### src/udp_split_pkg.sv
package udp_split_pkg;

    localparam int ip_addr_w   = 32;
    localparam int udp_field_w = 16;
    localparam int data_w      = 64;
    localparam int padbytes_w  = 3;
    localparam int timestamp_w = 64;

    // Three receivers sit behind the splitter
    localparam int num_dsts = 3;
    localparam int dst_id_w = $clog2(num_dsts);

    typedef logic [ip_addr_w-1:0]   ip_addr_t;
    typedef logic [udp_field_w-1:0] udp_port_t;
    typedef logic [data_w-1:0]      data_word_t;
    typedef logic [padbytes_w-1:0]  padbytes_t;
    typedef logic [timestamp_w-1:0] timestamp_t;
    typedef logic [dst_id_w-1:0]    dst_id_t;
    typedef logic [num_dsts-1:0]    dst_vec_t;

    // Field order follows the wire order of the UDP header
    typedef struct packed {
        udp_port_t              src_port;
        udp_port_t              dst_port;
        logic [udp_field_w-1:0] length;
        logic [udp_field_w-1:0] chksum;
    } udp_hdr_t;

    typedef struct packed {
        ip_addr_t   src_ip;
        ip_addr_t   dst_ip;
        udp_hdr_t   udp_hdr;
        timestamp_t timestamp;
    } rx_hdr_t;

    typedef struct packed {
        data_word_t data;
        logic       last;
        padbytes_t  padbytes; // Unused bytes in the final beat
    } rx_data_t;

    localparam dst_id_t app_dst_id     = dst_id_t'(0);
    localparam dst_id_t log_dst_id     = dst_id_t'(1);
    localparam dst_id_t lat_log_dst_id = dst_id_t'(2);

    localparam udp_port_t app_port     = udp_port_t'(65432);
    localparam udp_port_t log_port     = udp_port_t'(60000);
    localparam udp_port_t lat_log_port = udp_port_t'(60001);

    // One entry of the port lookup table
    typedef struct packed {
        udp_port_t port;
        dst_id_t   dst_id;
    } port_entry_t;

    // Fixed contents of the lookup table, searched by udp_port_cam
    localparam port_entry_t port_table [num_dsts] = '{
        '{port: app_port,     dst_id: app_dst_id},
        '{port: log_port,     dst_id: log_dst_id},
        '{port: lat_log_port, dst_id: lat_log_dst_id}
    };

    typedef enum logic [2:0] {
        st_idle,
        st_lookup,
        st_hdr_out,
        st_data_out,
        st_drop_data
    } ctrl_state_t;

endpackage

### src/udp_port_cam.sv
`timescale 1ns/1ps

module udp_port_cam (
     input  logic                   clk
    ,input  logic                   rst

    ,input  logic                   rd_val
    ,input  udp_split_pkg::udp_port_t rd_port
    ,output logic                   rd_hit
    ,output udp_split_pkg::dst_id_t rd_dst_id
);

    logic                    match_hit;
    udp_split_pkg::dst_id_t  match_id;

    // Search every table entry in parallel
    always_comb begin
        match_hit = 1'b0;
        match_id  = '0;
        for (int i = 0; i < udp_split_pkg::num_dsts; i++) begin
            if (rd_port == udp_split_pkg::port_table[i].port) begin
                match_hit = 1'b1;
                match_id  = udp_split_pkg::port_table[i].dst_id;
            end
        end
    end

    // Result appears the cycle after the read request
    always_ff @(posedge clk) begin
        if (rst) begin
            rd_hit    <= 1'b0;
            rd_dst_id <= '0;
        end else begin
            rd_hit <= rd_val & match_hit;
            if (rd_val) begin
                rd_dst_id <= match_id; // Held between lookups
            end
        end
    end

endmodule

### src/udp_split_ctrl.sv
`timescale 1ns/1ps

module udp_split_ctrl (
     input  logic clk
    ,input  logic rst

    ,input  logic hdr_val
    ,output logic hdr_rdy

    ,input  logic data_val
    ,input  logic data_last
    ,output logic data_rdy

    ,output logic fwd_hdr_val
    ,input  logic fwd_hdr_rdy

    ,output logic fwd_data_val
    ,input  logic fwd_data_rdy

    ,input  logic table_hit
    ,output logic table_read
    ,output logic store_dst
);

    udp_split_pkg::ctrl_state_t state;
    udp_split_pkg::ctrl_state_t state_next;

    always_ff @(posedge clk) begin
        if (rst) begin
            state <= udp_split_pkg::st_idle;
        end else begin
            state <= state_next;
        end
    end

    always_comb begin
        hdr_rdy      = 1'b0;
        data_rdy     = 1'b0;
        fwd_hdr_val  = 1'b0;
        fwd_data_val = 1'b0;
        table_read   = 1'b0;
        store_dst    = 1'b0;
        state_next   = state;

        unique case (state)
            udp_split_pkg::st_idle: begin
                // Header is held by the source until we accept it
                table_read = hdr_val;
                if (hdr_val) begin
                    state_next = udp_split_pkg::st_lookup;
                end
            end

            udp_split_pkg::st_lookup: begin
                // Table result is valid now
                store_dst = 1'b1;
                if (table_hit) begin
                    state_next = udp_split_pkg::st_hdr_out;
                end else begin
                    hdr_rdy    = 1'b1; // Unknown port, swallow the header here
                    state_next = udp_split_pkg::st_drop_data;
                end
            end

            udp_split_pkg::st_hdr_out: begin
                fwd_hdr_val = hdr_val;
                hdr_rdy     = fwd_hdr_rdy;
                if (hdr_val && fwd_hdr_rdy) begin
                    state_next = udp_split_pkg::st_data_out;
                end
            end

            udp_split_pkg::st_data_out: begin
                // Beats pass straight through to the chosen receiver
                fwd_data_val = data_val;
                data_rdy     = fwd_data_rdy;
                if (data_val && fwd_data_rdy && data_last) begin
                    state_next = udp_split_pkg::st_idle;
                end
            end

            udp_split_pkg::st_drop_data: begin
                // Accept and discard until the last beat
                data_rdy = 1'b1;
                if (data_val && data_last) begin
                    state_next = udp_split_pkg::st_idle;
                end
            end

            default: begin
                state_next = udp_split_pkg::st_idle;
            end
        endcase
    end

endmodule

### src/udp_dst_steer.sv
`timescale 1ns/1ps

module udp_dst_steer (
     input  logic                    clk
    ,input  logic                    rst

    ,input  logic                    store_dst
    ,input  udp_split_pkg::dst_id_t  table_dst_id

    ,input  logic                    fwd_hdr_val
    ,output logic                    fwd_hdr_rdy
    ,input  logic                    fwd_data_val
    ,output logic                    fwd_data_rdy

    ,output udp_split_pkg::dst_vec_t dst_hdr_val
    ,input  udp_split_pkg::dst_vec_t dst_hdr_rdy
    ,output udp_split_pkg::dst_vec_t dst_data_val
    ,input  udp_split_pkg::dst_vec_t dst_data_rdy
);

    udp_split_pkg::dst_id_t dst_id_reg;

    // Destination of the packet in flight, kept until the next lookup
    always_ff @(posedge clk) begin
        if (rst) begin
            dst_id_reg <= '0;
        end else if (store_dst) begin
            dst_id_reg <= table_dst_id;
        end
    end

    always_comb begin
        dst_hdr_val  = udp_split_pkg::dst_vec_t'(fwd_hdr_val) << dst_id_reg;
        dst_data_val = udp_split_pkg::dst_vec_t'(fwd_data_val) << dst_id_reg;

        fwd_hdr_rdy  = dst_hdr_rdy[dst_id_reg];
        fwd_data_rdy = dst_data_rdy[dst_id_reg];
    end

endmodule

### src/udp_splitter.sv
`timescale 1ns/1ps

module udp_splitter (
     input  logic                    clk
    ,input  logic                    rst

    ,input  logic                    hdr_val
    ,input  udp_split_pkg::rx_hdr_t  hdr
    ,output logic                    hdr_rdy

    ,input  logic                    data_val
    ,input  udp_split_pkg::rx_data_t data
    ,output logic                    data_rdy

    ,output udp_split_pkg::dst_vec_t dst_hdr_val
    ,output udp_split_pkg::rx_hdr_t  dst_hdr
    ,input  udp_split_pkg::dst_vec_t dst_hdr_rdy

    ,output udp_split_pkg::dst_vec_t dst_data_val
    ,output udp_split_pkg::rx_data_t dst_data
    ,input  udp_split_pkg::dst_vec_t dst_data_rdy
);

    logic                   table_read;
    logic                   table_hit;
    udp_split_pkg::dst_id_t table_dst_id;
    logic                   store_dst;

    logic fwd_hdr_val;
    logic fwd_hdr_rdy;
    logic fwd_data_val;
    logic fwd_data_rdy;

    // Payloads go to every receiver, only the valids are steered
    assign dst_hdr  = hdr;
    assign dst_data = data;

    udp_port_cam i_cam (
         .clk       (clk                    )
        ,.rst       (rst                    )
        ,.rd_val    (table_read             )
        ,.rd_port   (hdr.udp_hdr.dst_port   )
        ,.rd_hit    (table_hit              )
        ,.rd_dst_id (table_dst_id           )
    );

    udp_split_ctrl i_ctrl (
         .clk           (clk            )
        ,.rst           (rst            )
        ,.hdr_val       (hdr_val        )
        ,.hdr_rdy       (hdr_rdy        )
        ,.data_val      (data_val       )
        ,.data_last     (data.last      )
        ,.data_rdy      (data_rdy       )
        ,.fwd_hdr_val   (fwd_hdr_val    )
        ,.fwd_hdr_rdy   (fwd_hdr_rdy    )
        ,.fwd_data_val  (fwd_data_val   )
        ,.fwd_data_rdy  (fwd_data_rdy   )
        ,.table_hit     (table_hit      )
        ,.table_read    (table_read     )
        ,.store_dst     (store_dst      )
    );

    udp_dst_steer i_steer (
         .clk           (clk            )
        ,.rst           (rst            )
        ,.store_dst     (store_dst      )
        ,.table_dst_id  (table_dst_id   )
        ,.fwd_hdr_val   (fwd_hdr_val    )
        ,.fwd_hdr_rdy   (fwd_hdr_rdy    )
        ,.fwd_data_val  (fwd_data_val   )
        ,.fwd_data_rdy  (fwd_data_rdy   )
        ,.dst_hdr_val   (dst_hdr_val    )
        ,.dst_hdr_rdy   (dst_hdr_rdy    )
        ,.dst_data_val  (dst_data_val   )
        ,.dst_data_rdy  (dst_data_rdy   )
    );

endmodule

### config.mk
export PLATFORM = sky130hd
export DESIGN_NAME = udp_splitter
export DESIGN_NICKNAME = d
export VERILOG_FILES = /design/src/udp_split_pkg.sv /design/src/udp_port_cam.sv /design/src/udp_split_ctrl.sv /design/src/udp_dst_steer.sv /design/src/udp_splitter.sv
export SDC_FILE = /design/constraint.sdc
export NUM_CORES = 1
export LEC_CHECK = 0
export BUFFER_PORTS_ARGS = -buffer_cell sky130_fd_sc_hd__buf_2
export CAP_MARGIN = 20
export CORE_AREA = 2 2 207 209
export DETAILED_ROUTE_END_ITERATION = 6
export DIE_AREA = 0 0 209 211
export REMOVE_ABC_BUFFERS = 1
export SETUP_SLACK_MARGIN = 0.5
export SYNTH_ARGS = -nofsm -noshare
export SYNTH_HDL_FRONTEND = slang
export SYNTH_SLANG_ARGS = --single-unit
### constraint.sdc
create_clock -name clk -period 2.9 [get_ports clk]
set_input_delay 0.29 -clock clk [delete_from_list [all_inputs] [get_ports clk]]
set_output_delay 0.29 -clock clk [all_outputs]
set_load 0.005 [all_outputs]
==> results of run 1 <==
-- power groups by stage --
stage	Sequential (W)	Clock (W)	Combinational [W]
4_1_cts	0.000157	0.000240	0.000193
5_1_grt	0.000162	0.000246	0.000211
6_report	0.000161	0.000235	0.000198
3_5_place_dp	0.000160	0	0.000192
2_1_floorplan	0.000149	0	0.0000987
3_3_place_gp	0.000157	0	0.000193
-- metrics by stage --
stage	hold WS (ps)	util, %	instance area, sq um	worst slack [ps]
final	355.5	3.826	1598	879.4
after global routing	368.5	3.826	1598	799.8
after CTS	355.2	3.826	1598	951.0
after detailed placement	479.2	3.646	1523	1176
after global placement	472.0	3.646	1523	1208
after floorplan	359.1	-	593.1	1508
-- kinds of logic (layout without fill, tap and decap cells) --
group	count (synthesis)	count (layout)	share of synthesized area [%]
AOI/OAI and AO/OA	20	20	5.425
buffers and inverters	266	56	77.13
DFF	8	8	6.256
muxes	2	2	0.7820
and+or+nand+nor	44	44	10.41
-- metal layers --
layer	global-route usage [%]	vias to the layer above	routed length (um)
met5	4.894	-	250
met4	19.41	8	5437
met3	24.64	104	11510
met2	41.52	562	26700
met1	5.222	602	4929
li1	-	398	-
-- cell type report --
cell class              count  share of cell area [%]
flip-flops and latches      8                   10.02
multi-input cells          66                   26.62
clock buffers               3                   4.699
inverters                   2                  0.4699
well taps                 539                   42.21
repair buffers             51                   15.97
-- cell usage in the layout, fill, tap and decap left out, drive strengths merged, types with 2 or more instances in the layout --
cell / synthesis / final
a31oi: 2 / 2
a21oi: 5 / 5
o21ai: 3 / 3
nor2: 15 / 15
nor4: 2 / 2
dfxtp: 8 / 8
inv: 2 / 2
or3b: 2 / 2
buf: 261 / 51
nor3: 4 / 4
or4bb: 2 / 2
mux2i: 2 / 2
nand3b: 3 / 3
o21a: 2 / 2
clkbuf: 3 / 3
nand2: 9 / 9
-- path summary, 6_finish.rpt --
kind / start / to / cells after the start
hold reg to reg: i_cam.rd_dst_id[0]$_SDFFE_PP0P_ / i_steer.dst_id_reg[0]$_SDFFE_PP0N_ / 2
setup / recovery: i_ctrl.state[1]$_SDFFE_PP0P_ / dst_hdr_val[0] / 4
setup reg to reg: i_ctrl.state[1]$_SDFFE_PP0P_ / i_ctrl.state[1]$_SDFFE_PP0P_ / 3
hold / removal: rst / i_steer.dst_id_reg[0]$_SDFFE_PP0N_ / 2
==> flow_summary_export.csv, run 1 <==
group,metric,value,unit
synth,synth.cell_area,2560,sq um
setup_path,crit_arrival,1730,ps
floorplanning,chipWidth,209,um
placement,dp.final_hpwl,46680,um
clock_network,root_buffer,"clkbuf_16",
timing,clock-skew-final,2.426,ps
timing,number_of_endpoints_failing_setup_at_the_final_stage,0,
run,drv_cap,0,
floorplanning,core-area,41760,sq um
synth,synth_largest_type_area_fraction,76.25,%
timing,worst_slew_margin_rel,69.98,%
clock_network,cts_inserted_buffers,3,
clock_network,worst_skew_pair.late_latency,230,ps
synth,netlist_top_cells_area,"buf_4, dfxtp_1, nor2_1",
finish,instances_no_fill,669,
clock_network,cts_resized,0,
global_routing,grt_first_pass_wirelength,51710,um
setup_path,timing.critical_path.slowest_stage_cell,"dfxtp_1",
outcome,result_of_the_run,"finished, final reports clean",
synth,synthesis.yosys.warnings,0,
detailed_routing,post-route-drc-count,0,
synth,post_synth_edffs,0,
finish,largest_register_ffs,3,
detailed_routing,detail_route.first_pass.iterations,4,
synth,dominantRegCellSynth,"dfxtp_1",
timing,fmax,494.9,MHz
detailed_routing,avgRoutedWirePerCell,72.98,um
setup_path,rrSetupSlack,1280,ps
pwr,p_leak,0.4436,nW
floorplanning,io_pins,538,
finish,antenna-diode-count,0,
pwr,ir_worst_vdd,0.1805,mV
setup_path,worstSetupStartpointType,"flop",
pwr,power.share.clock,39.5,%
setup_path,worst_path_largest_cell_delay,590,ps
pwr,totalPowerFinal,0.0005932,W
setup_path,cp_max_fo,14,
pwr,sw_share,35.93,%
global_routing,antenna_found_initial,1,
synth,cell_with_the_most_instances_after_synthesis,"buf_4",
setup_path,crit_chain,"inv_1, or3_1, nor2_1, buf_2",
synth,syn_avg_cell_area,7.529,sq um
floorplanning,initial_utilization,6.130,%
detailed_routing,postRouteWirelength,48820,um
finish,finalNetCount,402,
timing,fin_tns_setup,0,ps
clock_network,count_of_clock_tree_sinks,8,
timing,period_share,69.67,%
finish,final_layout_size_suffix_gt1_share,44.62,%
worst_hold_path,min-delay-path-class,"input pin to flop",
synth,synth_seq_cells,8,
clock_network,cts_max_level,1,
floorplanning,chipHeight,211,um
global_routing,grt_pass1_vias,1220,
clock_network,post_cts.repair.setup_buffers,0,
setup_path,end_kind,"output pin",
finish,seq_area,160.2,sq um
timing,period_needed,2021,ps
setup_path,required,2610,ps
synth,async_flop_share,0,%
clock_network,cts_tree,"built",
synth,synth.yosys.seq_area_share,6.256,%
detailed_routing,viasPerCell,2.502,
finish,fillerInstances,4947,
global_routing,grtUsageTotal,21.23,%
synth,netlist.top_cell.by_area,"buf_4",
clock_network,holdBufCountCts,0,
pwr,power_frac_comb,33.4,%
clock_network,clk_path_buf_depth,2,
synth,synthDistinctLibCells,34,
pwr,p_per_area,371.3,nW/um^2
placement,numPlacedInstances,666,
placement,gp_congestion,1.341,
global_routing,grt_start_max_net_pins,15,
timing,max_slew.worst_pin.slew,449.7,ps
global_routing,global_route_overflow,0,
floorplanning,fp-row-count,75,
pwr,power_report.internal_total,0.0003801,W
setup_path,criticalPathCategory,"flop to output pin",
pwr,power.switching,0.0002131,W
synth,postSynthCellCount,340,
detailed_routing,first_iter_violations,183,
timing,timing_max_transition_violations_final,0,
synth,synth_top_cells_by_count,"buf_4, nor2_1, nand2_1",
setup_path,cp_top_delay_family,"simple AND/OR/NAND/NOR gates",
finish,multiInputGateArea,425.4,sq um
setup_path,critical_path_buf_inv_count,2,
detailed_routing,antenna_left,0,
pwr,sequentialPowerShare,27.1,%
finish,syn2layout_area_growth,-37.59,%
floorplanning,die-area,44100,sq um
placement,port_buffers,51,
detailed_routing,routed-via-count,1674,
clock_network,clkTransAtPathRegs,40,ps
timing,rsz0062_at_grt,"false",
timing,hold_viol,0,
Power figures use the tool's default switching activity.
==> run 2, diff against run 1 <==
- CORE_AREA: 2 2 207 209 -> 2 2 212 214
- DIE_AREA: 0 0 209 211 -> 0 0 214 216
- clock period: 2.9 -> 1.7 ns (I/O delays scaled with it)
==> run 2 against run 1 <==
Effect of this change: combinational power grew to 3.0 times the previous value; hold slack lost 120 ps; die area rose by 4.8%; global-route usage fell by 0.64 points; final cell count increased by 10%; sequential share of layout area decreased by 0.54 points; clock power increased by 74%; first-iteration DRC count is 19% lower; routed wire length up 1.3%; sequential cell count stayed put; critical path type unchanged.
==> flow_summary_export.csv, run 2 (synthesized netlist as in run 1, its figures left out) <==
group,metric,value,unit
outcome,result_of_the_run,"finished, final reports clean",
detailed_routing,viasPerCell,2.302,
clock_network,count_of_clock_tree_sinks,8,
timing,fmax,659.8,MHz
finish,syn2layout_area_growth,-26.30,%
placement,port_buffers,51,
setup_path,worstSetupStartpointType,"flop",
placement,numPlacedInstances,723,
finish,multiInputGateArea,505.5,sq um
timing,layout_setup_ws,184.5,ps
setup_path,cp_max_fo,5,
timing,hold_viol,0,
timing,period_needed,1516,ps
finish,finalNetCount,416,
pwr,p_per_area,660.1,nW/um^2
clock_network,worst_skew_pair.late_latency,240,ps
timing,period_share,89.15,%
floorplanning,chipWidth,214,um
global_routing,global_route_overflow,0,
finish,instances_no_fill,738,
placement,dp_slack,174.7,ps
clock_network,cts_tree,"built",
global_routing,grt_pass1_vias,1358,
detailed_routing,first_iter_violations,149,
floorplanning,chipHeight,216,um
floorplanning,core-area,43840,sq um
setup_path,criticalPathCategory,"flop to output pin",
timing,max_slew.worst_pin.slew,384.9,ps
setup_path,crit_arrival,1350,ps
finish,fillerInstances,5185,
setup_path,end_kind,"output pin",
timing,number_of_endpoints_failing_setup_at_the_final_stage,0,
timing,timing_max_transition_violations_final,0,
timing,clock-skew-final,6.143,ps
floorplanning,die-area,46220,sq um
worst_hold_path,min-delay-path-class,"input pin to flop",
timing,worst_slew_margin_rel,74.00,%
detailed_routing,detail_route.first_pass.iterations,5,
detailed_routing,antenna_left,0,
finish,final_common_cell,"buf_2",
setup_path,required,1530,ps
finish,seq_area,178.9,sq um
timing,rsz0062_at_grt,"true",
placement,dp.final_hpwl,47120,um
global_routing,grtUsageTotal,20.60,%
detailed_routing,postRouteWirelength,49440,um
pwr,p_leak,0.5342,nW
pwr,ir_worst_vdd,0.3675,mV
detailed_routing,avgRoutedWirePerCell,66.99,um
global_routing,antenna_found_initial,2,
floorplanning,initial_utilization,5.840,%
floorplanning,fp-row-count,77,
finish,final_layout_size_suffix_gt1_share,65.28,%
timing,fin_tns_setup,0,ps
finish,postLayoutCoreUtil,4.304,%
clock_network,clkTransAtPathRegs,40,ps
finish,most_frequent_cells_in_the_layout,"buf_2, nor2_1, buf_4",
clock_network,cts_inserted_buffers,3,
finish,largest_register_ffs,3,
clock_network,root_buffer,"clkbuf_16",
placement,gp_congestion,1.231,
detailed_routing,post-route-drc-count,0,
clock_network,clk_path_buf_depth,2,
global_routing,grt_start_max_net_pins,10,
run,drv_cap,0,
floorplanning,io_pins,538,
global_routing,grt_first_pass_wirelength,53220,um
detailed_routing,routed-via-count,1699,
clock_network,cts_max_level,1,
-- run 2: changes by cell type in the layout (fill, tap and decap cells not counted), sizes merged --
cell	previous run	this run
buf	51	65
diode	0	2
-- run 2: layout make-up --
cell class	count	share of cell area, %
diodes	2	0.2653
well taps	592	39.26
clock buffers	3	3.979
flip-flops and latches	8	9.483
repair buffers	65	19.69
multi-input cells	66	26.79
inverters	2	0.5305
-- run 2: final timing paths --
path	from	end	slack [ps]	cells after the start
worst max-delay path	i_ctrl.state[2]$_SDFFE_PP0P_	dst_hdr_val[2]	180	4
worst min-delay path	hdr[96]	i_cam.rd_dst_id[1]$_SDFFE_PP0P_	230	3
worst max register to register	i_ctrl.state[2]$_SDFFE_PP0P_	i_cam.rd_dst_id[1]$_SDFFE_PP0P_	290	6
worst min register to register	i_cam.rd_dst_id[0]$_SDFFE_PP0P_	i_steer.dst_id_reg[0]$_SDFFE_PP0N_	520	2
-- run 2: critical path: stages (launching register included) --
cell     delay, ps
dfxtp_4        350
or3b_4         430
buf_6          150
nor2_2          70
buf_2          110
-- run 2: routing by layer --
metal | up-vias | share of wire, % | GRT usage (%)
met4 | 4 | 12 | 20.21
met5 | - | 0.18 | 1.875
met3 | 112 | 24 | 23.40
met1 | 614 | 9.3 | 5.268
met2 | 538 | 55 | 40.08
li1 | 431 | - | -
-- run 2: repair_timing --
item,in CTS,in global routing
endpoints found under the setup margin,13,13
pin swaps,12,5
buffers inserted,9,1
gates resized for setup,27,8
hold buffers,0,0
-- run 2: where the power goes --
part           switching, W  total, W  internal, W
Clock              0.000103  0.000408     0.000304
Combinational      0.000302  0.000589     0.000287
Sequential        0.0000326  0.000249     0.000217
-- run 2: stage by stage --
stage               hold slack (ps)  cell area [sq um]   power, W
finish                        231.3               1887   0.001246
global route                  262.9               1882   0.001315
CTS                           234.8               1844   0.001227
detailed placement            340.5               1619  0.0006412
global placement              340.5               1619  0.0006323
floorplan                     239.1              593.1  0.0004228
==> run 3, diff against run 2 <==
- CTS_BUF_LIST: unset -> sky130_fd_sc_hd__clkbuf_4
- PLACE_DENSITY: unset -> 0.39
==> run 3 against run 2 <==
Effect of this change: cell area rose by 1.4%; clock-buffer cell count did not move; non-clock buffer count rose by 4; clock skew rose by 6.4 ps; via count rose by 3.3%; sequential cell count did not move.
==> flow_summary_export.csv, run 3 (synthesized netlist as in run 1, its figures left out) <==
group,metric,value,unit
outcome,result_of_the_run,"finished, final reports clean",
setup_path,cp_top_delay_family,"compound AO/OA/AOI/OAI gates",
floorplanning,initial_utilization,5.840,%
timing,fmax,619.7,MHz
floorplanning,die-area,46220,sq um
setup_path,required,1530,ps
clock_network,cts_max_level,1,
placement,port_buffers,51,
detailed_routing,routed-via-count,1755,
setup_path,cp_max_fo,5,
global_routing,antenna_found_initial,3,
detailed_routing,antenna_left,0,
worst_hold_path,worstHoldStart,"rst",
pwr,p_leak,0.5527,nW
finish,final_common_cell,"buf_2",
setup_path,worst_path_largest_cell_delay,340,ps
timing,period_share,94.93,%
setup_path,crit_start,"i_steer.dst_id_reg[1]$_SDFFE_PP0N_",
timing,number_of_endpoints_failing_setup_at_the_final_stage,0,
pwr,p_per_area,497.6,nW/um^2
setup_path,criticalPathCategory,"flop to output pin",
clock_network,clkTransAtPathRegs,60,ps
timing,clock-skew-final,12.53,ps
floorplanning,chipHeight,216,um
placement,dp.final_hpwl,46800,um
clock_network,worst_skew_pair.late_latency,260,ps
global_routing,grtUsageTotal,20.49,%
setup_path,crit_chain,"buf_6, nand3b_1, o21a_1, o31ai_2, buf_2",
global_routing,grt_pass1_vias,1419,
floorplanning,io_pins,538,
timing,fin_tns_setup,0,ps
setup_path,rrSetupSlack,130,ps
detailed_routing,detail_route.first_pass.iterations,4,
clock_network,count_of_clock_tree_sinks,8,
finish,finalNetCount,420,
timing,worst_slew_margin_rel,80.45,%
clock_network,holdBufCountCts,0,
setup_path,crit_arrival,1440,ps
timing,period_needed,1614,ps
clock_network,cts_inserted_buffers,3,
detailed_routing,avgRoutedWirePerCell,66.62,um
global_routing,grt_first_pass_wirelength,53090,um
run,drv_cap,0,
setup_path,critical_path_buf_inv_count,2,
finish,postLayoutCoreUtil,4.364,%
clock_network,cts_tree,"built",
finish,largest_register_ffs,3,
global_routing,global_route_overflow,0,
detailed_routing,post-route-drc-count,0,
timing,rsz0062_at_grt,"true",
clock_network,clk_path_buf_depth,2,
setup_path,timing.rr.start,"i_steer.dst_id_reg[1]$_SDFFE_PP0N_",
pwr,ir_worst_vdd,0.1606,mV
timing,hold_viol,0,
global_routing,grt_start_max_net_pins,9,
timing,max_slew.worst_pin.slew,292.4,ps
detailed_routing,viasPerCell,2.368,
worst_hold_path,min-delay-path-class,"input pin to flop",
setup_path,worstSetupStartpointType,"flop",
placement,gp_congestion,1.260,
finish,final_layout_size_suffix_gt1_share,69.59,%
clock_network,root_buffer,"clkbuf_4",
finish,most_frequent_cells_in_the_layout,"buf_2, buf_4, nor2_1",
finish,syn2layout_area_growth,-25.27,%
floorplanning,core-area,43840,sq um
floorplanning,chipWidth,214,um
detailed_routing,postRouteWirelength,49370,um
floorplanning,fp-row-count,77,
detailed_routing,first_iter_violations,186,
timing,timing_max_transition_violations_final,0,
setup_path,timing.critical_path.slowest_stage_cell,"dfxtp_2",
setup_path,end_kind,"output pin",
==> run 3: changes by cell type in the layout (fill, tap and decap cells not counted), sizes merged <==
cell | before | now
buf | 65 | 69
diode | 2 | 1
==> run 3: cell type report <==
type / instances / area, sq um
Fill cell: 5217 / 41920
Multi-Input combinational cell: 66 / 539.3
Inverter: 2 / 10.01
Tap cell: 592 / 740.7
Sequential cell: 8 / 176.4
Timing Repair Buffer: 69 / 421.7
Clock buffer: 3 / 22.52
Antenna cell: 1 / 2.502
==> run 3: repair_timing <==
| item | in CTS | in global routing |
|---|---|---|
| resized for setup | 32 | 12 |
| endpoints found under the setup margin | 13 | 13 |
| endpoints found under the hold margin | 0 | 0 |
| setup buffers | 8 | 4 |
| pin swaps | 20 | 4 |
==> run 3: metrics by stage <==
step	power [W]	instance area [sq um]	hold WS, ps	instances	setup WS (ps)
5_1_grt	0.001010	1913	228.1	741	19.85
3_5_place_dp	0.0006300	1634	340.5	725	9.584
6_report	0.0009520	1913	213.9	741	86.24
4_1_cts	0.0009017	1847	205.9	736	95.54
2_1_floorplan	0.0004228	593.1	239.1	76	334.6
3_3_place_gp	0.0006375	1634	340.5	725	62.94
==> run 3: power breakdown <==
part           total [W]  internal (W)  switching (W)
clock network   0.000149     0.0000810      0.0000682
logic           0.000549      0.000257       0.000291
registers       0.000254      0.000217      0.0000369
==> run 3: final timing paths <==
kind / end / depth (start not counted)
hold reg to reg: i_steer.dst_id_reg[1]$_SDFFE_PP0N_ / 2
setup reg to reg: i_ctrl.state[1]$_SDFFE_PP0P_ / 7
setup / recovery: data_rdy / 5
hold / removal: i_steer.dst_id_reg[1]$_SDFFE_PP0N_ / 2
==> run 3: worst register-to-register path, stage by stage (launching register included) <==
cell and delay (ps):
dfxtp_2 340, buf_6 130, nand3b_1 170, o21a_1 150, buf_4 130, buf_4 130
o41ai_2 280, a221oi_1 110
==> run 3: layer usage <==
metal / track usage (%) / share of wire, % / vias up / wire, um
met2: 39.76 / 54 / 537 / 26860
li1: - / - / 436 / -
met3: 22.61 / 23 / 120 / 11440
met4: 21.98 / 13 / 8 / 6280
met1: 4.927 / 9.3 / 654 / 4608
met5: 3.125 / 0.35 / - / 173
